<file path="src/hdl/regFile.sv">
`default_nettype none
`timescale 1ns/1ps

module regFile (
	input  wire         clk,
	input  wire         rst,
	input  wire         writeEn,
	input  wire  [4:0]  writeAddr,
	input  wire  [31:0] writeData,
	input  wire  [4:0]  readAddrA,
	input  wire  [4:0]  readAddrB,
	output logic [31:0] readDataA,
	output logic [31:0] readDataB
);

	logic [31:0] regs [32];

	// register zero reads as zero, a same-cycle write is passed through
	function automatic logic [31:0] readPort(input logic [4:0] addr);
		if (addr == 5'd0) begin
			return 32'd0;
		end
		if (writeEn && writeAddr == addr) begin
			return writeData;
		end
		return regs[addr];
	endfunction

	always_ff @(posedge clk) begin
		if (rst) begin
			for (int i = 0; i < 32; i++) begin
				regs[i] <= '0;
			end
		end else if (writeEn && writeAddr != 5'd0) begin
			regs[writeAddr] <= writeData;
		end
	end

	always_comb begin
		readDataA = readPort(readAddrA);
		readDataB = readPort(readAddrB);
	end

endmodule

`default_nettype wire

</file>
<file path="config.mk">
export PLATFORM = sky130hd
export DESIGN_NAME = regFile
export DESIGN_NICKNAME = d
export VERILOG_FILES = /design/src/hdl/regFile.sv
export SDC_FILE = /design/constraint.sdc
export NUM_CORES = 2
export LEC_CHECK = 0
export ABC_CLOCK_PERIOD_IN_PS = 3300
export BUFFER_PORTS_ARGS = -buffer_cell sky130_fd_sc_hd__buf_2
export CELL_PAD_IN_SITES_DETAIL_PLACEMENT = 0
export CELL_PAD_IN_SITES_GLOBAL_PLACEMENT = 1
export CORE_ASPECT_RATIO = 1.75
export CORE_MARGIN = 2
export CORE_UTILIZATION = 56
export CTS_BUF_LIST = sky130_fd_sc_hd__clkbuf_8
export DETAILED_ROUTE_END_ITERATION = 6
export GPL_ROUTABILITY_DRIVEN = 0
export PLACE_DENSITY = 0.82
export SLEW_MARGIN = 20
export SYNTH_ARGS = -nofsm -noshare
export SYNTH_HDL_FRONTEND = slang
export SYNTH_SLANG_ARGS = --single-unit
</file>
<file path="constraint.sdc">
create_clock -name clk -period 3.3 [get_ports clk]
set_clock_uncertainty 0.15 [all_clocks]
set_input_delay 0.495 -clock clk [delete_from_list [all_inputs] [get_ports clk]]
set_output_delay 0.495 -clock clk [all_outputs]
set_load 0.03 [all_outputs]
</file>
## Word level (Yosys, flattened, before mapping)

Memory sizes are Yosys's and may differ from the RTL's.
Index checks and enable logic that the tools add are counted.

| storage, ports and cells | value |
|---|---|
| word-level logic and storage cells | 32 |
| memory bits (read-only) | 0 |
| memories | 1 |
| register bits | 0 |
| input port bits | 50 |
| output and inout bits | 64 |
| bits in writable memories | 1024 |
| bits in latches | 0 |

Memory list:

| memory | depth | bits a word | rd ports | clocked after Yosys merged registers in | wr ports | line | source |
|---|---|---|---|---|---|---|---|
| regs | 32 | 32 | 2 | 0 | 32 | 16 | `logic [31:0] regs [32];` |

| operators by class | value |
|---|---|
| equality and inequality tests | 2 |
| div/mod/pow operators | 0 |
| add/sub/neg operators | 0 |
| reduce and logical (&&, ||, !) cells | 7 |
| shift-type cells | 0 |
| multiply operators | 0 |
| order comparisons | 0 |
| bitwise logic cells | 0 |
| multiplexer cells | 22 |

Operators by type and width:

| cell | count |
|---|---|
| two-way mux 32 bit | 9 |
| OR reduction 32 bit | 1 |
| two-way mux 1 bit | 12 |
| equality test 5 bit | 2 |
| zero test 5 bit | 2 |
| two-way mux 5 bit | 1 |
| nonzero test 5 bit | 1 |
| logical AND 1 bit | 3 |

## Logic depth before layout (Yosys ltp)

| depth | value |
|---|---|
| depth in word-level cells | 7 |
| depth in mapped cells | 9 |
| gate-level depth less buffers | 5 |

## Least setup slack after synthesis

No wires, ideal clock.

| timing path | value |
|---|---|
| path kind | input port to output port |
| start | input readAddrB[1] |
| end | output readDataB[15] |
| stages | 9 |
| path slack | 420 ps |
| arrival | 2235 ps |
| cells stage by stage | buf_4 -> buf_4 -> buf_4 -> buf_4 -> buf_2 -> nor2_1 -> nor4_1 -> nor3_1 -> a21oi_1 |

| between the ends | value |
|---|---|
| word-level cells in the longest chain between the ends | 6 |
| elaborated cells on any way between the ends | 10 |
| those cells by class | 1 x eq/ne; 6 x mux; 2 x reduce/logical; 1 x memory |

Ends and longest elaborated chain:

| item | line | source |
|---|---|---|
| start: declaration | 11 | `input wire [4:0] readAddrB,` |
| parallel branches: the longest is 5 deep, another holds memory (32 x 32 bit) | -- |  |
| two-way mux 32 bit (*) | 23 | `if (writeEn && writeAddr == addr) begin` |
| end: declaration | 13 | `output logic [31:0] readDataB` |

Mark *: on every way between the ends. The select of a mux whose other input is x is not followed.

==> results list <==
* Avg Synthesized Cell Area: 14.4 um^2
- Port bufs: 113
- Worst hold path depth: 2
* Antenna violations before repair: 24
- Worst path slowest cell: mux4_2
* Via density: 7.13
* Fraction of final layout cells with drive strength greater than 1: 32.7%
- Number of buffer and inverter stages on the critical path: 1
- Category of cells accounting for the largest share of critical-path delay: multiplexers
- Final setup viols: 17
- STA classifies the critical path startpoint as a register.
* Kind of end point of the critical path: output port
* Horizontal extent of the die: 242 um
- Via count of the first global-routing pass: 39,501
- The die covers 102,000 um^2.
- In this run, distinct cell masters in the synthesized netlist total 57.
- Cell leakage power: 22.9 nW
* NumNets Final: 4,135
- Multiplexer cells account for 21.2% of the synthesized area.
- The tightest min-delay check is of the in2reg type.
* Clock Tree Buf Depth: 3
- In this run the number of cells on the critical path is 6.
- Clock transition time at the flip-flop clock pins of the worst setup and hold paths: 0.07 ns
- After synthesis, the largest family of logic cells by area is multiplexers.
* Starting Density: 56.4%
- Register bit total from synthesis: 1,024
- Compound-gate portion of the synthesized area: 5.73%
- Maximum capacitance violations: 0
- After Yosys synthesis, full adders, half adders and majority gates account for 0% of the synthesized area.
- Counting flops with a built-in enable in the synthesized netlist gives 1,024.
- By area the synthesized netlist is led by edfxtp_1 56%, mux4_2 15%, and2_1 11%, mux2i_1 4.3%, clkbuf_1 1.9%.
- The number of max-slew violations in the final report is 0.
- Crit path cell chain: mux4_2 -> mux2i_4 -> a2111oi_4 -> nor3_2 -> a21oi_2 -> buf_6
- The smallest clock period supported by the final layout is computed as 3.44 ns.
* Global-route congestion overflow total: 0
- In this run, the number of DRC markers left after iteration 0 of detailed routing was 6,118.
- The largest total area in the synthesized netlist belongs to edfxtp_1.
* Biggest registers after layout: regs: 1024 flops
- The first global-routing pass estimated 291,000 um of wire.
* Minimum setup slack after placement: -0.257 ns
* Final worst-path setup slack: -0.136 ns
- Number of vias after detailed routing: 39,411
- Wire length reported by the detailed router: 210,000 um
- VDD sags by at most 0.345 mV.
- Summing the areas of all xor and xnor instances in the mapped netlist gives 0.158% of the synthesized area.
* PwrDens: 468 nW/um^2
* Crit path largest cell delay: 0.52 ns
* Largest net degree at the start of global routing: 64
- Synthesis produced 3,843 cells.
* Detailed-route DRC error count: 1
* Mean routed wirelength per cell: 38.1 um
* Site row count: 152
* Largest register FFs: 1,024
- Failing checks: design-rule violations, negative setup slack
- Leaving out fill and tap cells, the most frequent cells in the layout are 1,024 x edfxtp_1, 994 x and2_1, 383 x mux4_2, 278 x buf_4, 218 x mux2i_1.
* Synthesized area: 55,400 um^2
* Share of synthesized registers carrying an async set or reset: 0%
- Buffers inserted during clock tree synthesis total 150.
- STA puts the critical path data arrival time at 2.79 ns.
- CTS Sinks: 1,024
- Compared with the post-synthesis result, the final layout area differs by 15.5%.
- Critical setup path kind: reg2out
- Number of nets with antenna violations after detailed routing: 0
- Of all nets on the critical path, the largest fanout is 2.
- TritonCTS clock tree: yes
- The share of synthesized area in the top cell type comes to 55.5%.
* Placeable core region: 98,100 um^2
* F_max: 0.291 GHz
- Among all flip-flop cells after synthesis, the most frequent one is edfxtp_1.
- The hold violation total from the final report is 0.
- Commonest non-fill, non-tap cell in the layout: edfxtp_1
- During I/O placement, the number of pins put on the boundary was 114.
- Result of the run: finished with violations
- Setup repair after global routing could not meet its margin everywhere.
* CP Data Required Time: 2.65 ns
* Simple-Gate Fraction of Synth Area: 13.7%
- The Yosys step of the flow raised 0 warnings.
* GRT Resource Usage Total: 41.5%
- Measured along the y axis, the die boundary spans 420 um.
- Least-Margin Pin Slew: 0.912 ns
- The worst pin sits at a relative slew slack of 39.2%.
- Number of detailed-route iterations in the first pass: 7
* Register bank with the most flops: regs
* Clock root cell: clkbuf_8
- Fin crit share: 104%
* Worst hold margin: 0.0610 ns
- The wire-length estimate of the detail-placed layout is 127,000 um.
* Post-synthesis sequential area ratio: 55.5%
* Layout fillers: 7,207
- Level count of the clock H-tree: 4
[per-layer routing]
metal	share of wire (%)	GRT usage (%)
met1	31	48.3
met2	47	66.2
met3	13	11.5
met4	8.6	30.4
met5	0.023	0
[cell type report]
cell class / instances / area (um^2) / share of cell area [%]
flip-flops and latches: 1024 / 30700 / 48.1
multi-input cells: 2430 / 23900 / 37.4
inverters: 2 / 7.51 / 0.0117
clock buffers: 153 / 2110 / 3.29
diodes: 23 / 57.6 / 0.0899
clock inverters: 110 / 567 / 0.886
repair buffers: 477 / 4940 / 7.72
well taps: 1309 / 1640 / 2.56
[where the power goes]
part           internal (mW)  switching (mW)  leakage (nW)  total (mW)
Combinational           2.06            2.85          11.6        4.91
Sequential              15.0           0.374          9.75        15.4
Clock                   4.55            5.09          1.50        9.64
[synth_stat cells (8+ instances only)]
master     instances
or2_2             32
buf_4             17
and2_1           994
nor2_1            74
edfxtp_1        1024
buf_6             24
nor3_1            32
o221ai_1          39
mux4_2           381
nand2_1           53
clkbuf_1         277
a22oi_1           79
a21oi_1           37
a2111oi_1          8
nor2b_1           25
a31oi_1           25
a2111oi_0         15
a32o_1            32
buf_2             71
a211oi_1          52
o21ai_0           54
mux2_2            64
a211o_1           11
buf_1             18
and3_1            18
o22ai_1           57
xnor2_1            9
mux2i_1          238
a22o_1            10
[path summary, 6_finish.rpt]
kind                  slack, ns            end           from
worst max-delay path      -0.14  readDataB[29]   regs[19][29]
worst min-delay path       0.06   regs[26][25]  writeData[25]
[metrics by stage]
step	instance area, um^2	cells	utilization [%]	total power [mW]	TNS [ns]
2_1_floorplan	55500	3874	-	18.1	0
4_1_cts	63400	5496	64.6	29.7	-1.95
5_1_grt	63900	5507	65.2	30.6	-2.28
6_report	64000	5528	65.2	30.0	-0.953
3_3_place_gp	59900	5227	61.1	20.0	-1.59
3_5_place_dp	59900	5227	61.1	20.1	-1.50
[repair_timing]
item	4_1_cts	5_1_grt
endpoints found under the setup margin	54	59
resized for setup	209	116
pin swaps	62	51
hold buffers	3	0
buffers inserted	8	9
gates cloned	0	1
hold endpoints to repair	42	0
[logic make-up (layout without fill, tap and decap cells)]
kind of cell           count (synthesis)  in the layout
AND/OR/NAND/NOR                     1267           1267
flip-flops                          1024           1024
multiplexers                         685            685
AO/OA/AOI/OAI                        436            436
buffers and inverters                420            742
XOR/XNOR                              10             10
other                                  1             55
Note: power is estimated with default switching activity, not from simulation.
