<file path="config.mk">
export PLATFORM = sky130hd
export DESIGN_NAME = hazardUnit
export DESIGN_NICKNAME = d
export VERILOG_FILES = /design/src/hdl/mipsPkg.sv /design/src/hdl/hazardUnit.sv
export SDC_FILE = /design/constraint.sdc
export NUM_CORES = 1
export LEC_CHECK = 0
export ABC_CLOCK_PERIOD_IN_PS = 4600
export BUFFER_PORTS_ARGS = -buffer_cell sky130_fd_sc_hd__buf_2
export CELL_PAD_IN_SITES_DETAIL_PLACEMENT = 1
export CELL_PAD_IN_SITES_GLOBAL_PLACEMENT = 1
export CORE_UTILIZATION = 30
export DETAILED_ROUTE_END_ITERATION = 6
export GPL_TIMING_DRIVEN = 0
export PLACE_DENSITY = 0.95
export SLEW_MARGIN = 10
export SYNTH_ARGS = -nofsm -noshare
export SYNTH_HDL_FRONTEND = slang
export SYNTH_SLANG_ARGS = --single-unit
</file>
<file path="constraint.sdc">
create_clock -name vclk -period 4.6
set_clock_uncertainty 0.2 [all_clocks]
set_input_delay 0.92 -clock vclk [all_inputs]
set_output_delay 0.92 -clock vclk [all_outputs]
set_load 0.005 [all_outputs]
</file>
<file path="src/hdl/mipsPkg.sv">
`default_nettype none

package mipsPkg;

	// instruction word, seen as register format or as immediate/jump format
	typedef union packed {
		struct packed {
			logic [5:0] op;
			logic [4:0] rs;
			logic [4:0] rt;
			logic [4:0] rd;
			logic [4:0] shamt;
			logic [5:0] funct;
		} rView;
		struct packed {
			logic [5:0]  op;
			logic [4:0]  rs;
			logic [4:0]  rt;
			logic [15:0] imm;
		} iView;
	} instrWord;

	// primary opcodes
	localparam logic [5:0] OP_RTYPE = 6'h00;
	localparam logic [5:0] OP_J     = 6'h02;
	localparam logic [5:0] OP_BEQ   = 6'h04;
	localparam logic [5:0] OP_BNE   = 6'h05;
	localparam logic [5:0] OP_ADDIU = 6'h09;
	localparam logic [5:0] OP_ANDI  = 6'h0c;
	localparam logic [5:0] OP_ORI   = 6'h0d;
	localparam logic [5:0] OP_LUI   = 6'h0f;
	localparam logic [5:0] OP_LW    = 6'h23;
	localparam logic [5:0] OP_SW    = 6'h2b;

	// function field of OP_RTYPE
	localparam logic [5:0] FN_SLL  = 6'h00;
	localparam logic [5:0] FN_MFHI = 6'h10;
	localparam logic [5:0] FN_MFLO = 6'h12;
	localparam logic [5:0] FN_MULT = 6'h18;
	localparam logic [5:0] FN_ADDU = 6'h21;
	localparam logic [5:0] FN_SUBU = 6'h23;
	localparam logic [5:0] FN_AND  = 6'h24;
	localparam logic [5:0] FN_OR   = 6'h25;
	localparam logic [5:0] FN_XOR  = 6'h26;
	localparam logic [5:0] FN_SLT  = 6'h2a;

	// alu operations
	localparam logic [3:0] ALU_ADD  = 4'd0;
	localparam logic [3:0] ALU_SUB  = 4'd1;
	localparam logic [3:0] ALU_AND  = 4'd2;
	localparam logic [3:0] ALU_OR   = 4'd3;
	localparam logic [3:0] ALU_XOR  = 4'd4;
	localparam logic [3:0] ALU_SLT  = 4'd5;
	localparam logic [3:0] ALU_SLL  = 4'd6;
	localparam logic [3:0] ALU_LUI  = 4'd7;
	localparam logic [3:0] ALU_MULT = 4'd8;

	// writeback result select
	localparam logic [1:0] RES_ALU = 2'd0;
	localparam logic [1:0] RES_MEM = 2'd1;
	localparam logic [1:0] RES_HI  = 2'd2;
	localparam logic [1:0] RES_LO  = 2'd3;

	// execute operand forwarding
	localparam logic [1:0] FWD_REG = 2'd0;
	localparam logic [1:0] FWD_WB  = 2'd1;
	localparam logic [1:0] FWD_MEM = 2'd2;

	localparam logic [31:0] RESET_PC = 32'h0000_0000;

endpackage

`default_nettype wire

</file>
<file path="src/hdl/hazardUnit.sv">
`default_nettype none
`timescale 1ns/1ps

module hazardUnit import mipsPkg::*; (
	input  wire  [4:0] rsD,
	input  wire  [4:0] rtD,
	input  wire  [4:0] rsE,
	input  wire  [4:0] rtE,
	input  wire  [4:0] writeRegE,
	input  wire  [4:0] writeRegM,
	input  wire  [4:0] writeRegW,
	input  wire        regWriteE,
	input  wire        regWriteM,
	input  wire        regWriteW,
	input  wire        loadE,
	input  wire        loadM,
	input  wire        branchD,
	output logic       stallF,
	output logic       stallD,
	output logic       flushE,
	output logic       forwardAD,
	output logic       forwardBD,
	output logic [1:0] forwardAE,
	output logic [1:0] forwardBE
);

	logic loadUseStall;
	logic branchStall;

	// memory stage wins over writeback, r0 is never forwarded
	function automatic logic [1:0] execSelect(input logic [4:0] src);
		if (src != 5'd0 && regWriteM && writeRegM == src) begin
			return FWD_MEM;
		end
		if (src != 5'd0 && regWriteW && writeRegW == src) begin
			return FWD_WB;
		end
		return FWD_REG;
	endfunction

	// does stage writing dst feed the decode operands
	function automatic logic feedsDecode(input logic [4:0] dst);
		return dst != 5'd0 && (dst == rsD || dst == rtD);
	endfunction

	always_comb begin
		forwardAE = execSelect(rsE);
		forwardBE = execSelect(rtE);
		// branch compare takes memory stage results only
		forwardAD = rsD != 5'd0 && regWriteM && writeRegM == rsD;
		forwardBD = rtD != 5'd0 && regWriteM && writeRegM == rtD;

		loadUseStall = loadE && feedsDecode(writeRegE);
		branchStall = branchD && ((regWriteE && feedsDecode(writeRegE)) ||
			(loadM && feedsDecode(writeRegM)));

		stallF = loadUseStall || branchStall;
		stallD = loadUseStall || branchStall;
		flushE = loadUseStall || branchStall;
	end

endmodule

`default_nettype wire

</file>
== After elaboration in Yosys (flattened, before gate mapping) ==
Cells that the tools add are included.

* Shift operators: 0
* $lt $le $gt $ge: 0
* Reduce and logical (&&, ||, !) cells: 28
* Mux-type cells: 14
* Multiply operators: 0
* Bitwise logic cells: 0
* Divide/modulo/power cells: 0
* Equal/unequal tests: 8
* Add/sub/neg operators: 0

{| class="wikitable"
|+ Operators by type and width
! cell !! number
|-
| == test 5 bit || 8
|-
| nonzero test 5 bit || 6
|-
| logical AND 1 bit || 18
|-
| two-way mux 2 bit || 8
|-
| two-way mux 1 bit || 6
|-
| logical OR 1 bit || 4
|}

* Bits in registers: 0
* Bits of input ports: 41
* Memory bits (writable): 0
* ROM bits: 0
* Output and inout port bits: 9
* Latch bits: 0
* Memories: 0

== Longest topological paths before layout ==
Gate-level depths: netlist (run 1).

* Word-level depth: 7
* Gate-level depth with buffers: 7
* Depth with buffers taken out: 5

== Worst setup path before layout (run 1) ==
No wires, ideal clock.

* Kind: input port to output port
* Start: input port writeRegM[4]
* End: output port stallD
* Path buffers: 2
* Path slack: 1.444 ns
* Data required time: 3.480 ns
* Stages on the path: 7
* Arrival: 2.036 ns
* Path through: clkbuf_1 xnor2_1 nand3_1 nor3_1 o2111ai_1 o31ai_1 buf_4

* Cells in the longest elaborated chain, start to end: 7
* Elaborated cells between the ends (all ways): 9

{| class="wikitable"
|+ Ends and longest elaborated chain
! item !! line !! source
|-
| start, declared || hazardUnit.sv:10 || <nowiki>input wire [4:0] writeRegM,</nowiki>
|-
| == test 5 bit || hazardUnit.sv:43 || <nowiki>return dst != 5'd0 && (dst == rsD || dst == rtD);</nowiki>
|-
| logical OR 1 bit || hazardUnit.sv:43 ||
|-
| logical AND 1 bit (*) || hazardUnit.sv:43 ||
|-
| logical AND 1 bit (*) || hazardUnit.sv:55 || <nowiki>(loadM && feedsDecode(writeRegM)));</nowiki>
|-
| logical OR 1 bit (*) || hazardUnit.sv:54 || <nowiki>branchStall = branchD && ((regWriteE && feedsDecode(writeRegE)) ||</nowiki>
|-
| logical AND 1 bit (*) || hazardUnit.sv:54 ||
|-
| logical OR 1 bit (*) || -- ||
|-
| end, declared || hazardUnit.sv:19 || <nowiki>output logic stallD,</nowiki>
|}

Every way passes the cells marked *; elsewhere a longest branch is shown, timed or not.

== Worst setup path in the final report (run 1) ==
* Start: input port writeRegM[4]
* End: output port stallF

* Cells in the longest elaborated chain, start to end: 7
* Elaborated cells between the ends (all ways): 9

{| class="wikitable"
|+ Ends and longest elaborated chain
! item !! line !! source
|-
| == test 5 bit || hazardUnit.sv:43 ||
|-
| logical OR 1 bit || hazardUnit.sv:43 ||
|-
| logical AND 1 bit (*) || hazardUnit.sv:43 ||
|-
| logical AND 1 bit (*) || hazardUnit.sv:55 ||
|-
| logical OR 1 bit (*) || hazardUnit.sv:54 ||
|-
| logical AND 1 bit (*) || hazardUnit.sv:54 ||
|-
| logical OR 1 bit (*) || hazardUnit.sv:57 || <nowiki>stallF = loadUseStall || branchStall;</nowiki>
|-
| end, declared || hazardUnit.sv:18 || <nowiki>output logic stallF,</nowiki>
|}

Marked as above.

==> results.md, run 1 <==
* Status: finished clean
* Measured slew at the worst slew-check pin at 0.403 ns
* Core area at 1980 um2
* Site row count at 16
* Final setup viols at 0
* Core Util, Final at 45.1%
* Final net count at 169
* Seq Cell Count at 0
* Synth Area in Compound Gates at 7.48%
* Mapped Area at 636 um2
* CP Launch Type: primary input
* CP Cell Sequence: clkbuf_1 -> xnor2_1 -> nand3_1 -> nor3_1 -> o2111ai_1 -> o31ai_1 -> buf_4 -> buf_2
* Fillers at 260
* Die height at 48.0 um
* RSZ-0062 raised after global routing: no
* Initial antenna violation count at 0
* Register area share after synthesis at 0%
* HP Class: in -> out
* Synth cell count leaders: xnor2_1, xor2_1, nor3_1
* Total Routing Usage GR at 18.2%
* CP max FO at 5
* Drt pass-1 iters at 2
* Period minus WS final at 3.38 ns
* Register area at 0 um2
* First-pass GRT wire length at 3040 um
* Mapped Cells at 81
* Slowest cell on crit path: nor3_1
* Antenna-violating nets left at 0
* Layout cells sized above 1 at 45.2%
* Simple-Gate Fraction of Synth Area at 31.3%
* Worst IR Drop VDD at 38.6 uV
* Routed vias/inst at 5.05
* Synthesis warning total at 0
* Clock buffers at 0
* Final period util at 73.5%
* Setup_tns at 0 ns
* RePlAce Congestion at 0.719
* WL per Instance at 13.2 um
* XOR/XNOR share of the synthesized area at 55.1%
* 1st-iter DRT viols at 4
* Cell taking the most area after synthesis: xnor2_1
* Slew margin rel. at 72.9%
* Setup bufs post-CTS at 0
* Multiplexer share of the synthesized area at 0%
* Layout area overhead at 40.7%
* PwrDens at 88.3 nW/um2
* Fmax at 296 MHz
* Largest net degree at the start of global routing at 6
* Drt total wl at 2020 um
* Most numerous cell in the Yosys netlist: xnor2_1
* # diodes at 0
* Total grt overflow at 0
* Leakage power at 0.000372 uW
* Width of the die at 48.0 um
* Detailed-route via count at 773
* Num ports at 50
* Post-synthesis adder-cell area fraction at 0%
* Largest family of logic cells by synthesized area: XOR/XNOR gates
* Fin. Hold Viols at 0
* Setup crit end kind: output pin
* Max Cap Viol at 0
* Initial Util at 32.1%
* CP Data Required Time at 3.48 ns
* Worst Path Arrival at 2.26 ns
* Final slew viol count at 0
* Ranking of synthesized cells by area: xnor2_1, xor2_1, nor4_2
* Number of global-route vias before repair at 750
* Syn Area/Cell at 7.85 um2
* Kind of critical path: in -> out
* Die area at 2310 um2
* Post-DP HPWL at 1840 um
* PostCTS Resize Cnt at 0
* Detailed-route DRC error count at 0
* Synth top area share at 37.2%
* Syn Nets at 122
* Unique masters post-synth at 20
* Hold_buf cts at 0
* Slowest stage delay, CP at 0.29 ns
* I/O Buffers at 45
==> critical path, delay by kind of cell <==
| family | cells | cell delay [ns] |
|---|---|---|
| compound gates | 2 | 0.27 |
| xor+xnor | 1 | 0.16 |
| buf+inv | 3 | 0.52 |
| simple gates | 2 | 0.38 |
==> layout make-up <==
class                      count  area [um2]  share of cell area [%]
multi-input combinational     74         597                    66.7
timing repair buffer          45         225                    25.2
buffer                         7        38.8                    4.34
tap                           27        33.8                    3.78
==> path summary, 6_finish.rpt <==
kind | startpoint | end | cells past startpoint
setup / recovery | writeRegM[4] | stallF | 8
hold / removal | regWriteW | forwardBE[0] | 4
==> per-layer routing <==
metal  vias to the layer above  GRT usage, %  share of wire [%]
met5                         -             0                  0
met4                         0          2.22                  0
met3                         0          3.02                9.8
met2                        45          37.6                 50
met1                       354          19.3                 40
li1                        374             -                  -
==> metrics by stage <==
stage	worst slack (ns)	hold WS [ns]	total power [uW]	area, um2	instances
floorplan	1.44	1.73	43.9	636	81
global placement	1.24	1.97	75.8	895	153
detailed placement	1.19	1.97	80.1	895	153
CTS	1.19	1.98	80.3	895	153
global route	1.04	1.99	87.1	895	153
finish	1.22	1.97	79.0	895	153
==> layout by cell type (no fill, tap or decap) <==
cell type / n
nor3_1: 5
buf_4: 3
xnor2_1: 27
o2111ai_1: 1
a31oi_1: 1
nor4_2: 4
clkbuf_1: 3
or4_1: 1
nor2_4: 2
o31ai_1: 1
a21oi_1: 1
or3_1: 2
buf_2: 46
nor2_1: 2
nand4_1: 4
or4_4: 2
xor2_1: 13
nand2_1: 3
nand3_1: 3
o311a_1: 2
==> power by group <==
part	switching (uW)	internal, uW
combinational	39.0	39.9
sequential	0	0
clock	0	0
==> kinds of logic after synthesis <==
family,Yosys count
XOR/XNOR,40
AO/OA/AOI/OAI,6
buffers and inverters,7
AND/OR/NAND/NOR,28
(Power assumes the default switching activity.)
==> run 2, diff against run 1 <==
Settings changed: ABC_CLOCK_PERIOD_IN_PS 4600 to 2800, CORE_UTILIZATION 30 to 25, PLACE_DENSITY 0.95 to 0.92.
Clock period 4.6 ns to 2.8 ns, I/O delays scaled along.
==> results.md, run 2 (synthesized netlist as in run 1, its figures left out) <==
* Fin. Hold Viols at 0 (unchanged)
* Non-filler cells, final at 154 (+0.65%)
* Leading cell type in the layout, fill and taps excluded: buf_2
* Initial antenna violation count at 0 (unchanged)
* GR Util met2 at 36.7% (-0.86 points)
* Core area at 2300 um2 (+16%)
* Detailed-route via count at 779 (+0.78%)
* Post-DP HPWL at 1930 um (+4.7%)
* Detailed-route DRC error count at 0 (unchanged)
* Setup bufs post-CTS at 0 (unchanged)
* Layout cells sized above 1 at 45.2% (unchanged)
* 1st-iter DRT viols at 3 (-1)
* # diodes at 0 (unchanged)
* Final period util at 96.0%
* I/O Buffers at 45 (unchanged)
* Kind of critical path: in -> out
* Layout area overhead at 40.9%
* Period minus WS final at 2.69 ns
* Final hold slack at 1.25 ns (-0.717 ns)
* Largest net degree at the start of global routing at 6 (unchanged)
* Final Cell Area at 896 um2 (+0.14%)
* First-pass GRT wire length at 3420 um (+13%)
* Die area at 2750 um2 (+19%)
* Num ports at 50 (unchanged)
* Hold_buf cts at 0 (unchanged)
* CP Data Required Time at 2.04 ns (-1.44 ns)
* Slowest stage delay, CP at 0.31 ns (+0.02 ns)
* Slowest cell on crit path: nor3_1
* Max Cap Viol at 0 (unchanged)
* Register area at 0 um2 (unchanged)
* CP max FO at 5 (unchanged)
* Clock buffers at 0 (unchanged)
* RSZ-0062 raised after global routing: no
* Antenna-violating nets left at 0 (unchanged)
* CP Launch Type: primary input
* Setup crit end kind: output pin
* Final slew viol count at 0 (unchanged)
* Bufs and invs on worst path at 3 (unchanged)
* Status: finished clean
* Met3 usage at 0.580% (-2.4 points)
* Measured slew at the worst slew-check pin at 0.348 ns (-0.0552 ns)
* Leakage power at 0.000372 uW (unchanged)
* Grt met1 use at 16.3% (-3.0 points)
* Site row count at 17 (+1)
* RePlAce Congestion at 0.792 (+10%)
* Number of global-route vias before repair at 815 (+8.7%)
* WL per Instance at 13.9 um (+5.1%)
* Cell family with most CP delay: buffers and inverters
* Drt pass-1 iters at 4 (+2)
* Cell Area, Placed at 896 um2 (+0.14%)
* Final net count at 169 (unchanged)
* Seq Cell Count at 0 (unchanged)
* Total Routing Usage GR at 16.2% (-2.0 points)
* Fmax at 372 MHz
* CP Cell Sequence: clkbuf_1 -> xnor2_1 -> nand3_1 -> nor3_1 -> o2111ai_1 -> o31ai_1 -> buf_4 -> buf_2
* GRT Max-Usage Layer: met2
* Final setup viols at 0 (unchanged)
* Total grt overflow at 0 (unchanged)
* Initial Util at 27.7% (-4.4 points)
* Placed cell count at 154 (+0.65%)
* Slew margin rel. at 76.6% (+3.7 points)
* Worst Path Arrival at 1.93 ns (-0.33 ns)
* Setup_tns at 0 ns (unchanged)
* Worst IR Drop VDD at 53.2 uV (+38%)
* PostCTS Resize Cnt at 0 (unchanged)
* Width of the die at 52.4 um (+9.1%)
* Routed vias/inst at 5.06 (+0.12%)
* PwrDens at 146 nW/um2 (+66%)
* Die height at 52.4 um (+9.1%)
* Drt total wl at 2140 um (+5.8%)
* HP Class: in -> out
* Most frequent cells in the layout: buf_2, xnor2_1, xor2_1, nor3_1
[run 2: cell counts in the layout (fill, tap and decap cells not counted)]
Identical to the previous run, type by type.
[run 2: stage by stage]
stage | utilization, % | setup slack, ns | total power (uW)
2_1_floorplan | - | 0.364 | 72.2
3_3_place_gp | 39.0 | 0.159 | 125
3_5_place_dp | 39.0 | 0.0834 | 132
4_1_cts | 39.0 | 0.0791 | 133
5_1_grt | 39.0 | 0.000433 | 144
6_report | 39.0 | 0.113 | 131
[run 2: worst paths after layout]
| path | startpoint | to | slack, ns | depth (start not counted) |
|---|---|---|---|---|
| worst max-delay path | writeRegM[4] | stallD | 0.11 | 8 |
| worst min-delay path | regWriteW | forwardBE[0] | 1.25 | 4 |
[run 2: final cells by class]
cell class / count / area [um2]
repair buffers: 45 / 225
fillers: 300 / 1400
well taps: 28 / 35.0
multi-input cells: 74 / 597
plain buffers: 7 / 38.8
[run 2: worst min-delay path, cell delays in order]
cell and delay [ns]:
buf_2 0.11, nand2_1 0.07, nor4_2 0.05, buf_2 0.11
[run 2: power by group]
group,internal (uW),total (uW),switching [uW]
sequential,0,0,0
clock,0,0,0
combinational,65.6,131,65.5
total,65.6,131,65.5
[run 2: layer usage]
layer	routed length [um]	vias up
met4	0	0
met2	1180	32
li1	-	379
met3	145	0
met1	819	368
met5	0	-
