<file path="src/hdl/mipsPkg.sv">
`default_nettype none

package mipsPkg;

	// instruction word, seen as register format or as immediate/jump format
	typedef union packed {
		struct packed {
			logic [5:0] op;
			logic [4:0] rs;
			logic [4:0] rt;
			logic [4:0] rd;
			logic [4:0] shamt;
			logic [5:0] funct;
		} rView;
		struct packed {
			logic [5:0]  op;
			logic [4:0]  rs;
			logic [4:0]  rt;
			logic [15:0] imm;
		} iView;
	} instrWord;

	// primary opcodes
	localparam logic [5:0] OP_RTYPE = 6'h00;
	localparam logic [5:0] OP_J     = 6'h02;
	localparam logic [5:0] OP_BEQ   = 6'h04;
	localparam logic [5:0] OP_BNE   = 6'h05;
	localparam logic [5:0] OP_ADDIU = 6'h09;
	localparam logic [5:0] OP_ANDI  = 6'h0c;
	localparam logic [5:0] OP_ORI   = 6'h0d;
	localparam logic [5:0] OP_LUI   = 6'h0f;
	localparam logic [5:0] OP_LW    = 6'h23;
	localparam logic [5:0] OP_SW    = 6'h2b;

	// function field of OP_RTYPE
	localparam logic [5:0] FN_SLL  = 6'h00;
	localparam logic [5:0] FN_MFHI = 6'h10;
	localparam logic [5:0] FN_MFLO = 6'h12;
	localparam logic [5:0] FN_MULT = 6'h18;
	localparam logic [5:0] FN_ADDU = 6'h21;
	localparam logic [5:0] FN_SUBU = 6'h23;
	localparam logic [5:0] FN_AND  = 6'h24;
	localparam logic [5:0] FN_OR   = 6'h25;
	localparam logic [5:0] FN_XOR  = 6'h26;
	localparam logic [5:0] FN_SLT  = 6'h2a;

	// alu operations
	localparam logic [3:0] ALU_ADD  = 4'd0;
	localparam logic [3:0] ALU_SUB  = 4'd1;
	localparam logic [3:0] ALU_AND  = 4'd2;
	localparam logic [3:0] ALU_OR   = 4'd3;
	localparam logic [3:0] ALU_XOR  = 4'd4;
	localparam logic [3:0] ALU_SLT  = 4'd5;
	localparam logic [3:0] ALU_SLL  = 4'd6;
	localparam logic [3:0] ALU_LUI  = 4'd7;
	localparam logic [3:0] ALU_MULT = 4'd8;

	// writeback result select
	localparam logic [1:0] RES_ALU = 2'd0;
	localparam logic [1:0] RES_MEM = 2'd1;
	localparam logic [1:0] RES_HI  = 2'd2;
	localparam logic [1:0] RES_LO  = 2'd3;

	// execute operand forwarding
	localparam logic [1:0] FWD_REG = 2'd0;
	localparam logic [1:0] FWD_WB  = 2'd1;
	localparam logic [1:0] FWD_MEM = 2'd2;

	localparam logic [31:0] RESET_PC = 32'h0000_0000;

endpackage

`default_nettype wire

</file>
<file path="src/hdl/controlDecoder.sv">
`default_nettype none
`timescale 1ns/1ps

module controlDecoder import mipsPkg::*; (
	input  wire instrWord instrD,
	output logic [1:0]    resultSelD,
	output logic [3:0]    aluOpD,
	output logic          memWriteD,
	output logic          aluSrcD,
	output logic          regDstD,
	output logic          regWriteD,
	output logic          branchD,
	output logic          branchNeD,
	output logic          jumpD,
	output logic          hiLoWriteD
);

	always_comb begin
		// bubble unless the encoding is recognised
		resultSelD = RES_ALU;
		aluOpD = ALU_ADD;
		memWriteD = 1'b0;
		aluSrcD = 1'b0;
		regDstD = 1'b0;
		regWriteD = 1'b0;
		branchD = 1'b0;
		branchNeD = 1'b0;
		jumpD = 1'b0;
		hiLoWriteD = 1'b0;
		case (instrD.iView.op)
			OP_RTYPE: begin
				regDstD = 1'b1;
				regWriteD = 1'b1;
				case (instrD.rView.funct)
					FN_ADDU: aluOpD = ALU_ADD;
					FN_SUBU: aluOpD = ALU_SUB;
					FN_AND:  aluOpD = ALU_AND;
					FN_OR:   aluOpD = ALU_OR;
					FN_XOR:  aluOpD = ALU_XOR;
					FN_SLT:  aluOpD = ALU_SLT;
					FN_SLL:  aluOpD = ALU_SLL;
					FN_MFHI: resultSelD = RES_HI;
					FN_MFLO: resultSelD = RES_LO;
					FN_MULT: begin
						// product goes to HI/LO only
						aluOpD = ALU_MULT;
						regWriteD = 1'b0;
						hiLoWriteD = 1'b1;
					end
					default: begin
						regDstD = 1'b0;
						regWriteD = 1'b0;
					end
				endcase
			end
			OP_ADDIU: begin
				aluSrcD = 1'b1;
				regWriteD = 1'b1;
			end
			OP_ANDI: begin
				aluOpD = ALU_AND;
				aluSrcD = 1'b1;
				regWriteD = 1'b1;
			end
			OP_ORI: begin
				aluOpD = ALU_OR;
				aluSrcD = 1'b1;
				regWriteD = 1'b1;
			end
			OP_LUI: begin
				aluOpD = ALU_LUI;
				aluSrcD = 1'b1;
				regWriteD = 1'b1;
			end
			OP_LW: begin
				resultSelD = RES_MEM;
				aluSrcD = 1'b1;
				regWriteD = 1'b1;
			end
			OP_SW: begin
				aluSrcD = 1'b1;
				memWriteD = 1'b1;
			end
			OP_BEQ: branchD = 1'b1;
			OP_BNE: begin
				branchD = 1'b1;
				branchNeD = 1'b1;
			end
			OP_J: jumpD = 1'b1;
			default: ;
		endcase
	end

endmodule

`default_nettype wire

</file>
<file path="config.mk">
export PLATFORM = sky130hd
export DESIGN_NAME = controlDecoder
export DESIGN_NICKNAME = d
export VERILOG_FILES = /design/src/hdl/mipsPkg.sv /design/src/hdl/controlDecoder.sv
export SDC_FILE = /design/constraint.sdc
export NUM_CORES = 1
export LEC_CHECK = 0
export ABC_AREA = 0
export BUFFER_PORTS_ARGS = -buffer_cell sky130_fd_sc_hd__buf_2
export CORE_AREA = 4 4 41 43
export DETAILED_ROUTE_END_ITERATION = 8
export DIE_AREA = 0 0 45 47
export PLACE_DENSITY = 0.77
export RECOVER_POWER = 100
export SLEW_MARGIN = 0
export SYNTH_ARGS = -nofsm -noshare
export SYNTH_HDL_FRONTEND = slang
export SYNTH_SLANG_ARGS = --single-unit
export TNS_END_PERCENT = 5
</file>
<file path="constraint.sdc">
create_clock -name vclk -period 3.5
set_clock_uncertainty 0.15 [all_clocks]
set_input_delay 0.7 -clock vclk [all_inputs]
set_output_delay 0.7 -clock vclk [all_outputs]
set_load 0.03 [all_outputs]
</file>
Word-level counts from Yosys, hierarchy flattened:

Index checks and enable logic that the tools add are counted.

* multiplexer cells: 15
* reductions and logical operators: 7
* equal/unequal tests: 18

Operators with widths (number)
* $eq A6 B6 Y1 const B: 8
* $pmux W4 S7: 1
* $eq A6 B4 Y1 const B: 4
* $eq A6 B5 Y1 const B: 3
* $pmux W4 S4: 1
* $eq A6 B3 Y1 const B: 2
* $logic_not A6 Y1: 2
* $mux W1: 10
* $reduce_or A10 Y1: 1
* $reduce_or A9 Y1: 1
* $pmux W2 S2: 2
* $eq A6 B2 Y1 const B: 1
* $reduce_or A6 Y1: 1
* $reduce_or A5 Y1: 1
* $pmux W1 S2: 1
* $reduce_or A2 Y1: 1

* register bits: 0
* logic and storage cells: 40
* input bits: 32

Longest topological paths before layout:

Gate-level depths: netlist of run 1.

* depth after elaboration: 4
* gate-level depth with buffers: 6
* gate-level depth less buffers: 4

Worst setup path after synthesis of run 1:

OpenSTA, ideal clock, no wires.

* kind: input to output
* from: in instrD[28] (netlist bit)
* to: out resultSelD[0]
* data arrival time: 2821 ps
* slack: -171 ps
* cell stages on the path: 6
* path buffers: 2
* cells stage by stage: clkbuf_1 or4_4 or3_1 buf_2 nor3_1 a21o_1

* word-level cells in the longest chain between the ends: 2

Ends and longest elaborated chain
* from (decl): line controlDecoder.sv:5 `input wire instrWord instrD,`
* $eq A6 B6 Y1 or $logic_not A6 Y1 (tied branches): line controlDecoder.sv:30 `case (instrD.iView.op)`
* $pmux W2 S2 (*): line controlDecoder.sv:30
* to (decl): line controlDecoder.sv:6 `output logic [1:0] resultSelD,`

Mark *: on every way between the ends. The rest lies on a longest branch, timed or not.

Final worst setup path of run 1:

* from: in instrD[30] (netlist bit)
* to: out aluOpD[0]

* word-level cells in the longest chain between the ends: 2

Ends and longest elaborated chain
* $eq A6 B4 Y1 or $logic_not A6 Y1 (tied branches): line controlDecoder.sv:30
* $pmux W4 S4 (*): line controlDecoder.sv:30
* to (decl): line controlDecoder.sv:7 `output logic [3:0] aluOpD,`

Marked as above.

==> results of run 1 <==
-- cell usage after synthesis --
master,n
sky130_fd_sc_hd__nor4b_1,1
sky130_fd_sc_hd__nor2_1,7
sky130_fd_sc_hd__a31oi_1,4
sky130_fd_sc_hd__o41ai_2,1
sky130_fd_sc_hd__nor4_1,2
sky130_fd_sc_hd__nand3_1,2
sky130_fd_sc_hd__a22oi_1,1
sky130_fd_sc_hd__or2_4,1
sky130_fd_sc_hd__buf_6,1
sky130_fd_sc_hd__a21oi_1,2
sky130_fd_sc_hd__nand2b_1,2
sky130_fd_sc_hd__nand4b_1,1
sky130_fd_sc_hd__or4_4,1
sky130_fd_sc_hd__xor2_1,2
sky130_fd_sc_hd__inv_1,4
sky130_fd_sc_hd__nor2b_1,1
sky130_fd_sc_hd__nand2_1,3
sky130_fd_sc_hd__and2_1,1
sky130_fd_sc_hd__or3_1,1
sky130_fd_sc_hd__o31ai_1,1
sky130_fd_sc_hd__buf_2,1
sky130_fd_sc_hd__maj3_1,1
sky130_fd_sc_hd__nor3_1,4
sky130_fd_sc_hd__a32o_1,1
sky130_fd_sc_hd__clkbuf_1,3
sky130_fd_sc_hd__buf_1,1
sky130_fd_sc_hd__or2_2,1
sky130_fd_sc_hd__nand4_1,2
sky130_fd_sc_hd__a21o_1,1
sky130_fd_sc_hd__o32ai_1,1
sky130_fd_sc_hd__o22ai_1,1
-- worst max-delay path: stages --
cell and delay (ps):
sky130_fd_sc_hd__buf_2 130, sky130_fd_sc_hd__or4_4 510, sky130_fd_sc_hd__or3_1 340, sky130_fd_sc_hd__or2_4 250, sky130_fd_sc_hd__o31ai_1 220, sky130_fd_sc_hd__clkbuf_1 330
-- metrics by stage --
stage | power, W | cells | util, % | hold WS (ps)
after CTS | 0.0000412 | 92 | 36.2 | 1600
after global placement | 0.0000405 | 92 | 36.2 | 1600
after global routing | 0.0000455 | 92 | 35.0 | 1650
after detailed placement | 0.0000410 | 92 | 36.2 | 1600
after floorplan | 0.0000276 | 56 | - | 1360
final | 0.0000410 | 92 | 35.0 | 1640
-- kinds of logic (layout without fill, tap and decap cells) --
family                   after synthesis  count (layout)
AND/OR/NAND/NOR                       30              30
AO/OA/AOI/OAI                         13              13
buffers and inverters                 10              31
XOR/XNOR                               2               2
adder cells (fa/ha/maj)                1               1
-- how the worst max path moves through the flow --
stage | end | start | slack, ps
6_report | aluOpD[0] | instrD[30] | 170
5_1_grt | aluOpD[0] | instrD[30] | 90
3_3_place_gp | aluOpD[1] | instrD[31] | 180
4_1_cts | aluOpD[1] | instrD[31] | 180
3_5_place_dp | aluOpD[1] | instrD[31] | 190
2_1_floorplan | aluOpD[2] | instrD[28] | -150
-- area by class of cell --
cell class | count | area, sq um | area share [%]
inverters | 4 | 15.0 | 3.30
well taps | 15 | 18.8 | 4.12
multi-input cells | 46 | 299 | 65.7
repair buffers | 27 | 123 | 26.9
-- where the power goes --
group	internal (W)	leakage [nW]	switching, W
Sequential	0	0	0
Clock	0	0	0
Combinational	0.0000149	0.178	0.0000261
-- metal layers --
metal | part of all wire, % | wire length [um]
met5 | 0 | 0
met4 | 0 | 0
met3 | 12 | 124
met2 | 39 | 398
met1 | 49 | 511
==> results by stage, run 1 <==
Floorplan:
- The core area is ~0.0013 sq mm.
- The initialized floorplan defines 13 standard-cell rows.
- The chip height is approximately 47 um.
- During I/O placement, the number of pins put on the boundary was 46.
- From left edge to right edge, the die measures 45 um.
- The floorplan step defined a die boundary enclosing 0.00212 sq mm.
- For this configuration, the core starts out at a cell density of 26.2%.

Placed design:
- In this run the cell area measured after placement is 470 sq um.
- Timing analysis after detailed placement gives a worst setup slack of about 190 ps.
- The count of input and output buffers is 26.
- The placed wire-length estimate after detailed placement is 862 um.
- At the end of routability-driven placement, the weighted congestion stood at approximately 0.72.

Yosys:
- The number of unique standard cell types used by synthesis is 31.
- The sequential area share after synthesis is 0%.
- Of the total synthesized cell area, the portion taken by AND, OR, NAND and NOR gates is 49.3%.
- The dominant combinational cell family by area after synthesis is simple AND/OR/NAND/NOR gates.
- Summing the areas of all xor and xnor instances in the mapped netlist gives 5.15% of the synthesized area.
- The dominant cell type by area after synthesis is sky130_fd_sc_hd__nor2_1.
- Dividing the synthesized area by the synthesized cell count gives around 6.1 sq um.
- The number of warnings issued by yosys is 0.
- Counting every net in the synthesized netlist gives 88.
- The total standard cell area after synthesis is roughly 340 sq um.
- The portion of synthesized cell area occupied by the leading cell type is 7.72%.
- The post-synthesis adder-cell area fraction is 2.94%.
- The post-synthesis cell count is 56.
- The synthesized-area fraction occupied by ao, oa, aoi and oai cells is 29.0%.
- Sorting the synthesized cells by area gives the leading types as sky130_fd_sc_hd__nor2_1, sky130_fd_sc_hd__a31oi_1, sky130_fd_sc_hd__nor3_1, sky130_fd_sc_hd__xor2_1, sky130_fd_sc_hd__o41ai_2.
- Multiplexer cells account for 0% of the synthesized area.

Min path:
- The startpoint identified for the worst hold timing path is instrD[27].
- The worst hold path belongs to the class in -> out.
- Along the worst hold path, the cell count comes to 3.
- For hold timing, the worst endpoint is branchD.

Cells and area:
- The final net count is 111.
- After routing the design area is 455 sq um.
- Across the whole layout, storage elements account for 0 sq um.
- The number of antenna diodes in the final layout is 0.
- The count of fill cells added during filler insertion is ~160.
- The area added between synthesis and finish is 33.8%.
- In the layout the commonest cells are sky130_fd_sc_hd__buf_2, sky130_fd_sc_hd__clkbuf_1, sky130_fd_sc_hd__nor2_1, sky130_fd_sc_hd__inv_1, sky130_fd_sc_hd__a31oi_1.
- Cells with a size suffix above 1 make up 26.0% of the layout.
- The design has 0 sequential cells.
- The layout has 0 clock buffers.

Clocking:
- After clock tree synthesis, the setup repair step added 0 buffers.
- The number of gates resized after CTS was 0.
- Buffers inserted to repair hold after CTS numbered 0.

Timing:
- The total negative slack is 0 ps.
- The final-report setup violation count is 0.
- Static timing analysis puts the maximum clock frequency at about 0.3 GHz.
- The part of the cycle the worst path needs is 95.1%.
- Setup repair after global routing left no endpoint under its margin.
- The count of pins over their slew limit is 0.
- The final worst setup slack is between 150 and 200 ps.
- The clock period minus final worst setup slack is 3330 ps.
- At the pin with the least slew margin, the transition time is around 440 ps.
- The worst max-slew margin expressed relative to the limit is a little over two thirds.
- The number of endpoints with negative hold slack in the final report is 0.

Run:
- The number of maximum-capacitance violations is 0.

Power and ir drop:
- The power per cell area is 90.0 mW/mm^2.
- Summed over all cells, the static leakage comes to 0.178 nW.
- IR analysis of the VDD net gives a maximum drop of 0.0410 mV.

GRT:
- The number of global-route vias before repair is 455.
- The global-route wire length before repair is 1740 um.
- Global routing used 14.6% of the available met1 tracks.
- In this run the most used layer during global routing was met2.
- Global routing consumed, over all layers together, 10.1% of the routing resources.
- The number of antenna violations at the first check in global routing is 0.
- Entering global routing, the biggest net connects 10 pins.
- For this run the aggregate overflow at the end of global routing stands at 0.
- For this run, global-route usage on met2 was measured as 15.8%.
- Global routing consumed, on the met3 layer, between 1.5 and 2% of the routing resources.

Detailed routing:
- The final layout contains routed wiring with a total length of between 1000 and 1500 um.
- The length of the first detailed-routing pass in iterations is 4.
- The count of antenna-violating nets left after detailed routing is 0.
- In the routed layout, each cell is associated on average with a via count of 5.20.
- Dividing the detail-routed wire length by the instance count gives 11.2 um.
- In this run, the number of DRC markers left after iteration 0 of detailed routing was 11.
- The number of DRC violations after detailed routing is 0.
- The final route contains 478 vias.

Critical path:
- The kind of critical path is in -> out.
- The required time of the worst setup path is around 2700 ps.
- The worst setup path is launched from an input pin.
- The top fanout value on the critical path is 6.
- The worst setup path is captured at an output port.
- The critical path data arrival time is 2480 ps.

Status:
- The flow ran to the end, and the final reports show no timing, DRC or antenna violations.
No activity file was read; power rests on OpenSTA's default activity.
==> run 2: changes to the inputs <==
==> constraint.sdc (replaced) <==
create_clock -name vclk -period 3.5
set_clock_uncertainty 0.15 [all_clocks]
set_input_delay 0 -clock vclk [all_inputs]
set_output_delay 0 -clock vclk [all_outputs]
set_load 0.03 [all_outputs]
==> run 2 against run 1 <==
Compared with the run above: combinational power shrank 1%; power shrank 1.0%; core utilization shrank 1.2 points; critical path depth is the same; count of clock-buffer cells in the layout is the same; maximum frequency grew 57%; worst hold slack lost 1400 ps; critical endpoint is now aluOpD[1].
==> results by stage, run 2 (synthesized netlist as in run 1, its figures left out) <==
GRT:
- The maximum number of pins on one net before global-route repair came to 10 (unchanged).
- The number of antenna violations at the first check in global routing is 0 (unchanged).
- The number of global-route vias before repair was 441 (-3.1%).
- The all-layer global routing usage came to 10.2% (+0.16 points).
- The total congestion overflow after global routing came to 0 (unchanged).
- The global-route wire length before repair came to 1750 um (+0.40%).

Detailed routing:
- The number of DRC violations after detailed routing is 0 (unchanged).
- The via density per instance was 5.35 (+3.0%).
- The DRC marker count from the first detailed-route iteration is 5 (-6).
- The aggregate routed wire length is 1040 um (+0.68%).
- The total number of vias was 487 (+1.9%).
- The detailed-route wire length per cell is 11.4 um (+1.8%).
- The length of the first detailed-routing pass in iterations is 4 (unchanged).
- The count of antenna-violating nets left after detailed routing is 0 (unchanged).

Cells and area:
- The ratio of cells with drive above 1 in the final layout is 21.1% (-4.9 points).
- The clock tree buffer count of the final layout is 0 (unchanged).
- The final net count is 110 (-0.90%).
- The area taken by flip-flops and latches came to 0 sq um (unchanged).
- The sequential cell count of the final layout is 0 (unchanged).
- The antenna diode count is 0 (unchanged).
- The count of fill cells added during filler insertion came to 160 (+0.63%).
- The library cell used most frequently in the layout, excluding fill and tap cells, is sky130_fd_sc_hd__clkbuf_1.
- The area added between synthesis and finish is 29.4%.
- In the layout the commonest cells are sky130_fd_sc_hd__clkbuf_1, sky130_fd_sc_hd__buf_2, sky130_fd_sc_hd__nor2_1.

Critical path:
- The signal on the critical path passes through buf_2 -> or4_4 -> or3_1 -> or2_4 -> o41ai_2 -> clkbuf_1.
- The worst setup path is captured at an output port.
- The sum of buffers and inverters on the critical path is 2 (unchanged).
- Among cell families on the critical path, the largest total delay comes from simple AND/OR/NAND/NOR gates.
- The required time of the worst setup path is 3350 ps (+700 ps).
- The worst stage delay on the critical path came to 530 ps (+20 ps).
- The critical path data arrival time is 1970 ps (-510 ps).
- The worst setup path is of the in -> out kind.
- The master of the slowest instance on the critical path is sky130_fd_sc_hd__or4_4.
- The startpoint type of the worst setup path is an input pin.
- The top fanout value on the critical path is 6 (unchanged).

Timing:
- Setup repair after global routing left no endpoint under its margin.
- The clock period minus final worst setup slack came to 2120 ps (-1210 ps).
- The count of pins over their slew limit is 0 (unchanged).
- The smallest hold slack is 237 ps (-1400 ps).
- The part of the cycle the worst path needs is 60.6% (-35 points).
- The final-report setup violation count is 0 (unchanged).
- The worst max-slew margin expressed relative to the limit is 72.1% (+1.8 points).
- The total negative slack is 0 ps (unchanged).
- The measured slew at the worst slew-check pin is 415 ps (-27.0 ps).
- The achievable clock frequency came to 0.472 GHz (+57%).
- The number of endpoints with negative hold slack in the final report is 0 (unchanged).

Floorplan:
- The I/O pin count came to 46 (unchanged).
- The core area came to 0.00130 sq mm (unchanged).
- The area of the die came to 0.00212 sq mm (unchanged).
- The chip height is 47 um (unchanged).
- The x dimension of the die is 45 um (unchanged).
- The initial core utilization is 26.2% (unchanged).
- The row count is 13 (unchanged).

Placed design:
- The weighted congestion at the end of routability-driven global placement is 0.754 (+4.2%).
- The count of input and output buffers was 26 (unchanged).
- The placed wire-length estimate after detailed placement is 877 um (+1.8%).

Min path:
- The type of the worst min-delay path is in -> out.

Clocking:
- The hold buffer count at cts is 0 (unchanged).
- The buffer count from post-CTS setup fixing came to 0 (unchanged).
- The number of gates given a new drive strength after cts was 0 (unchanged).

Power and ir drop:
- The standby leakage power is 0.167 nW (-6.3%).
- The maximum resistive drop on vdd is 0.0424 mV (+3.3%).
- The power per cell area is 92.1 mW/mm^2 (+2.3%).
- The total chip power is 0.0000405 W (-1.0%).

Status:
- The run finished with clean final reports.

Run:
- The number of maximum-capacitance violations came to 0 (unchanged).
-- run 2: cell count changes in the layout (fill, tap and decap cells not counted) --
| cell | previous run | this run |
|---|---|---|
| sky130_fd_sc_hd__clkbuf_1 | 12 | 14 |
| sky130_fd_sc_hd__clkbuf_2 | 2 | 0 |
| sky130_fd_sc_hd__buf_4 | 1 | 0 |
| sky130_fd_sc_hd__nor3_1 | 3 | 4 |
| sky130_fd_sc_hd__nor3_2 | 1 | 0 |
-- run 2: path summary, 6_finish.rpt --
path,from,slack [ps],end,cells past startpoint
max,instrD[31],1380,aluOpD[1],6
min,instrD[30],240,aluSrcD,3
-- run 2: report_power, final --
group / switching, W / total, W / internal (W)
registers: 0 / 0 / 0
clock network: 0 / 0 / 0
logic: 0.0000259 / 0.0000405 / 0.0000146
-- run 2: final cells by class --
class	count	area, sq um	area share [%]
multi-input combinational	46	294	66.8
timing repair buffer	26	113	25.6
tap	15	18.8	4.26
inverter	4	15.0	3.41
-- run 2: metal layers --
metal | vias up | global-route usage, % | wire [um]
met1 | 213 | 13.9 | 476
met5 | - | 0 | 0
met3 | 0 | 1.53 | 135
met4 | 0 | 0 | 0
li1 | 248 | - | -
met2 | 26 | 18.1 | 429
-- run 2: stage by stage --
| step | std cells | area [sq um] | worst slack (ps) | utilization, % |
|---|---|---|---|---|
| 6_report | 91 | 440 | 1380 | 33.8 |
| 5_1_grt | 91 | 440 | 1330 | 33.8 |
| 4_1_cts | 91 | 458 | 1470 | 35.2 |
| 3_5_place_dp | 91 | 458 | 1480 | 35.2 |
| 3_3_place_gp | 91 | 458 | 1490 | 35.2 |
| 2_1_floorplan | 56 | 340 | 1230 | - |
==> run 3: changes to the inputs <==
ABC_AREA = 1   (was 0)
PLACE_DENSITY = 0.85   (was 0.77)
clock period = 1.95 ns   (was 3.5 ns; I/O delays follow)
==> run 3 against run 2 <==
Compared with the run above: count of clock-buffer cells in the layout unchanged; critical path depth increased by 3; via count increased by 20%; largest cell class unchanged; largest power group unchanged.
==> results by stage, run 3 <==
Timing:
- The part of the cycle the worst path needs is between 60 and 70%.
- Setup repair after global routing left no endpoint under its margin.
- The count of pins over their slew limit was 0 (unchanged).
- The final-report setup violation count came to 0 (unchanged).
- The worst max-slew margin expressed relative to the limit is 74.6% (+2.5 points).
- The total negative slack is 0 ps (unchanged).
- Static timing analysis puts the maximum clock frequency at around 0.75 GHz.
- The worst path needs 1330 ps of the cycle, external delays included.
- The measured slew at the worst slew-check pin is 383 ps (-32.5 ps).
- The number of endpoints with negative hold slack in the final report is 0 (unchanged).

GRT:
- The global-route wire length before repair is 1880 um (+7.5%).
- The total congestion overflow after global routing is 0 (unchanged).
- The maximum number of pins on one net before global-route repair was 7 (-3).
- The number of antenna violations at the first check in global routing came to 0 (unchanged).
- The all-layer global routing usage is 11.0% (+0.80 points).
- The number of global-route vias before repair came to 494 (+12%).

Power and ir drop:
- The maximum resistive drop on vdd came to 0.0571 mV (+35%).
- The power share of the combinational group is 100.0% (about the same).
- The power share of the sequential group is 0% (unchanged).
- The internal cell power came to 0.0000239 W (+63%).
- The total chip power is 0.0000772 W (+90%).
- The power per cell area was 144 mW/mm^2 (+57%).
- The clock network fraction of design power is 0% (unchanged).
- The switching share of total power is 69.1% (+5.1 points).
- The standby leakage power is 0.293 nW (+75%).
- The net switching power is 0.0000533 W (+110%).

Floorplan:
- The I/O pin count is 46 (unchanged).
- The area of the die was 0.00212 sq mm (unchanged).
- The initial core utilization is 31.0% (+4.8 points).
- The x dimension of the die is 45 um (unchanged).
- The row count is 13 (unchanged).
- The core area is 0.00130 sq mm (unchanged).
- The chip height is 47 um (unchanged).

Critical path:
- The number of gates on the worst path with buffers counted came to 9 (+3).
- STA classifies the critical path endpoint as an output port.
- Among all stages on the critical path, the largest delay is contributed by sky130_fd_sc_hd__clkbuf_1.
- The most critical setup path has its startpoint at instrD[31].
- The sum of buffers and inverters on the critical path is 3 (+1).
- The required time of the worst setup path is 1800 ps (-1550 ps).
- The capture point of the critical path is resultSelD[0].
- The worst stage delay on the critical path is 300 ps (-230 ps).
- The kind of critical path is in -> out.
- The top fanout value on the critical path was 4 (-2).
- The critical path data arrival time is 1180 ps (-790 ps).
- The startpoint type of the worst setup path is an input pin.
- Grouping stages by cell kind, the critical path spends the most delay in simple AND/OR/NAND/NOR gates.
- The critical path goes through buf_2 -> nor2_4 -> nand2_4 -> nor3_4 -> inv_2 -> nor2_4 -> nand2_2 -> nand2_2 -> clkbuf_1.

Yosys:
- The post-synth net total was 116 (+32%).
- Yosys attributes the largest share of cell area to sky130_fd_sc_hd__nand2_1, sky130_fd_sc_hd__nor2_1, sky130_fd_sc_hd__inv_1, sky130_fd_sc_hd__nor2_4, sky130_fd_sc_hd__nand2_4.
- The portion of synthesized cell area occupied by the leading cell type is 19.6% (+12 points).
- The total standard cell area after synthesis is 403 sq um (+18%).
- The number of warnings issued by yosys came to 0 (unchanged).
- The dominant cell type by area after synthesis is sky130_fd_sc_hd__nand2_1.
- The most numerous cell in the Yosys netlist is sky130_fd_sc_hd__nand2_1.
- The post-synthesis cell count is 84 (+50%).
- The average size of a mapped cell was 4.80 sq um (-21%).
- By count the netlist is led by sky130_fd_sc_hd__nand2_1, sky130_fd_sc_hd__nor2_1, sky130_fd_sc_hd__inv_1.
- The number of unique standard cell types used by synthesis came to 17 (-45%).
- The sequential area share after synthesis is 0% (unchanged).

Detailed routing:
- The total number of vias is 585 (+20%).
- The count of antenna-violating nets left after detailed routing is 0 (unchanged).
- The via density per instance was 4.68 (-13%).
- The number of DRC violations after detailed routing is 0 (unchanged).
- The length of the first detailed-routing pass in iterations is 4 (unchanged).
- The DRC marker count from the first detailed-route iteration is 11 (+6).
- The aggregate routed wire length came to 1150 um (+10%).
- The detailed-route wire length per cell was 9.19 um (-20%).

Status:
- The run finished with clean final reports.

Cells and area:
- The library cell used most frequently in the layout, excluding fill and tap cells, is sky130_fd_sc_hd__nand2_1.
- The final net count was 144 (+31%).
- The sequential cell count of the final layout is 0 (unchanged).
- The clock tree buffer count of the final layout is 0 (unchanged).
- The final design area excluding fillers is 534 sq um (+21%).
- In the layout the commonest cells are sky130_fd_sc_hd__nand2_1, sky130_fd_sc_hd__nor2_1, sky130_fd_sc_hd__inv_1, sky130_fd_sc_hd__clkbuf_1, sky130_fd_sc_hd__buf_2.
- The ratio of cells with drive above 1 in the final layout is 23.6% (+2.6 points).
- From synthesis to final layout, the design area changed by 32.6%.
- The antenna diode count is 0 (unchanged).
- The area taken by flip-flops and latches is 0 sq um (unchanged).
- The final standard cell count with taps included and fillers excluded is 125 (+37%).

Clocking:
- The hold buffer count at cts is 0 (unchanged).
- The number of gates given a new drive strength after cts came to 0 (unchanged).
- The buffer count from post-CTS setup fixing is 0 (unchanged).

Placed design:
- The placed wire-length estimate after detailed placement is 1010 um (+15%).
- The weighted congestion at the end of routability-driven global placement is 0.875 (+16%).
- The instance area after placement is 552 sq um (+20%).
- The count of placed standard cells including taps is 125 (+37%).
- The count of input and output buffers is 26 (unchanged).

Run:
- The number of maximum-capacitance violations is 0 (unchanged).

Min path:
- The type of the worst min-delay path is in -> out.
==> run 3: cell count changes after synthesis, sizes merged, moves of 2 or more <==
cell    change
nand2b      -2
a31oi       -4
o21ai       +2
a21oi       -2
xor2        -2
or2         -2
inv        +16
clkbuf      -3
buf         -3
nand2      +22
nor2       +15
nand3       +2
==> run 3: final cells by class <==
type                       instances  area (sq um)
tap                               15          18.8
fill                             158           767
timing repair buffer              26           113
inverter                          20          75.1
multi-input combinational         64           328
==> run 3: stage by stage <==
| step | hold WS [ps] | util (%) | setup slack [ps] |
|---|---|---|---|
| 4_1_cts | 200 | 42.4 | 738 |
| 6_report | 244 | 41.1 | 619 |
| 5_1_grt | 263 | 41.1 | 472 |
| 3_5_place_dp | 199 | 42.4 | 738 |
| 3_3_place_gp | 193 | 42.4 | 781 |
| 2_1_floorplan | -31.2 | - | 683 |
==> run 3: logic make-up (layout without fill, tap and decap cells) <==
kind of cell / after synthesis / after routing / synth area share (%)
simple gates: 60 / 60 / 75.5
buf+inv: 20 / 46 / 18.6
compound gates: 4 / 4 / 5.90
==> run 3: power by group through the flow <==
stage          Clock (W)  Sequential [W]  Combinational (W)
3_5_place_dp           0               0          0.0000779
4_1_cts                0               0          0.0000782
6_report               0               0          0.0000772
2_1_floorplan          0               0          0.0000465
5_1_grt                0               0          0.0000876
3_3_place_gp           0               0          0.0000757
==> run 3: per-layer routing <==
layer / track usage [%] / up-vias / routed length (um)
met5: 0 / - / 0
met4: 0 / 0 / 0
li1: - / 313 / -
met3: 0 / 0 / 67
met1: 13.5 / 260 / 474
met2: 22.6 / 12 / 606
==> run 3: how the worst min path moves through the flow <==
stage	cells after the start	end	start	slack, ps
final	3	branchNeD	instrD[29]	240
after global routing	3	branchNeD	instrD[29]	260
after CTS	3	branchNeD	instrD[29]	200
after detailed placement	3	branchNeD	instrD[29]	200
after global placement	3	branchD	instrD[29]	190
after floorplan	1	branchNeD	instrD[29]	-30
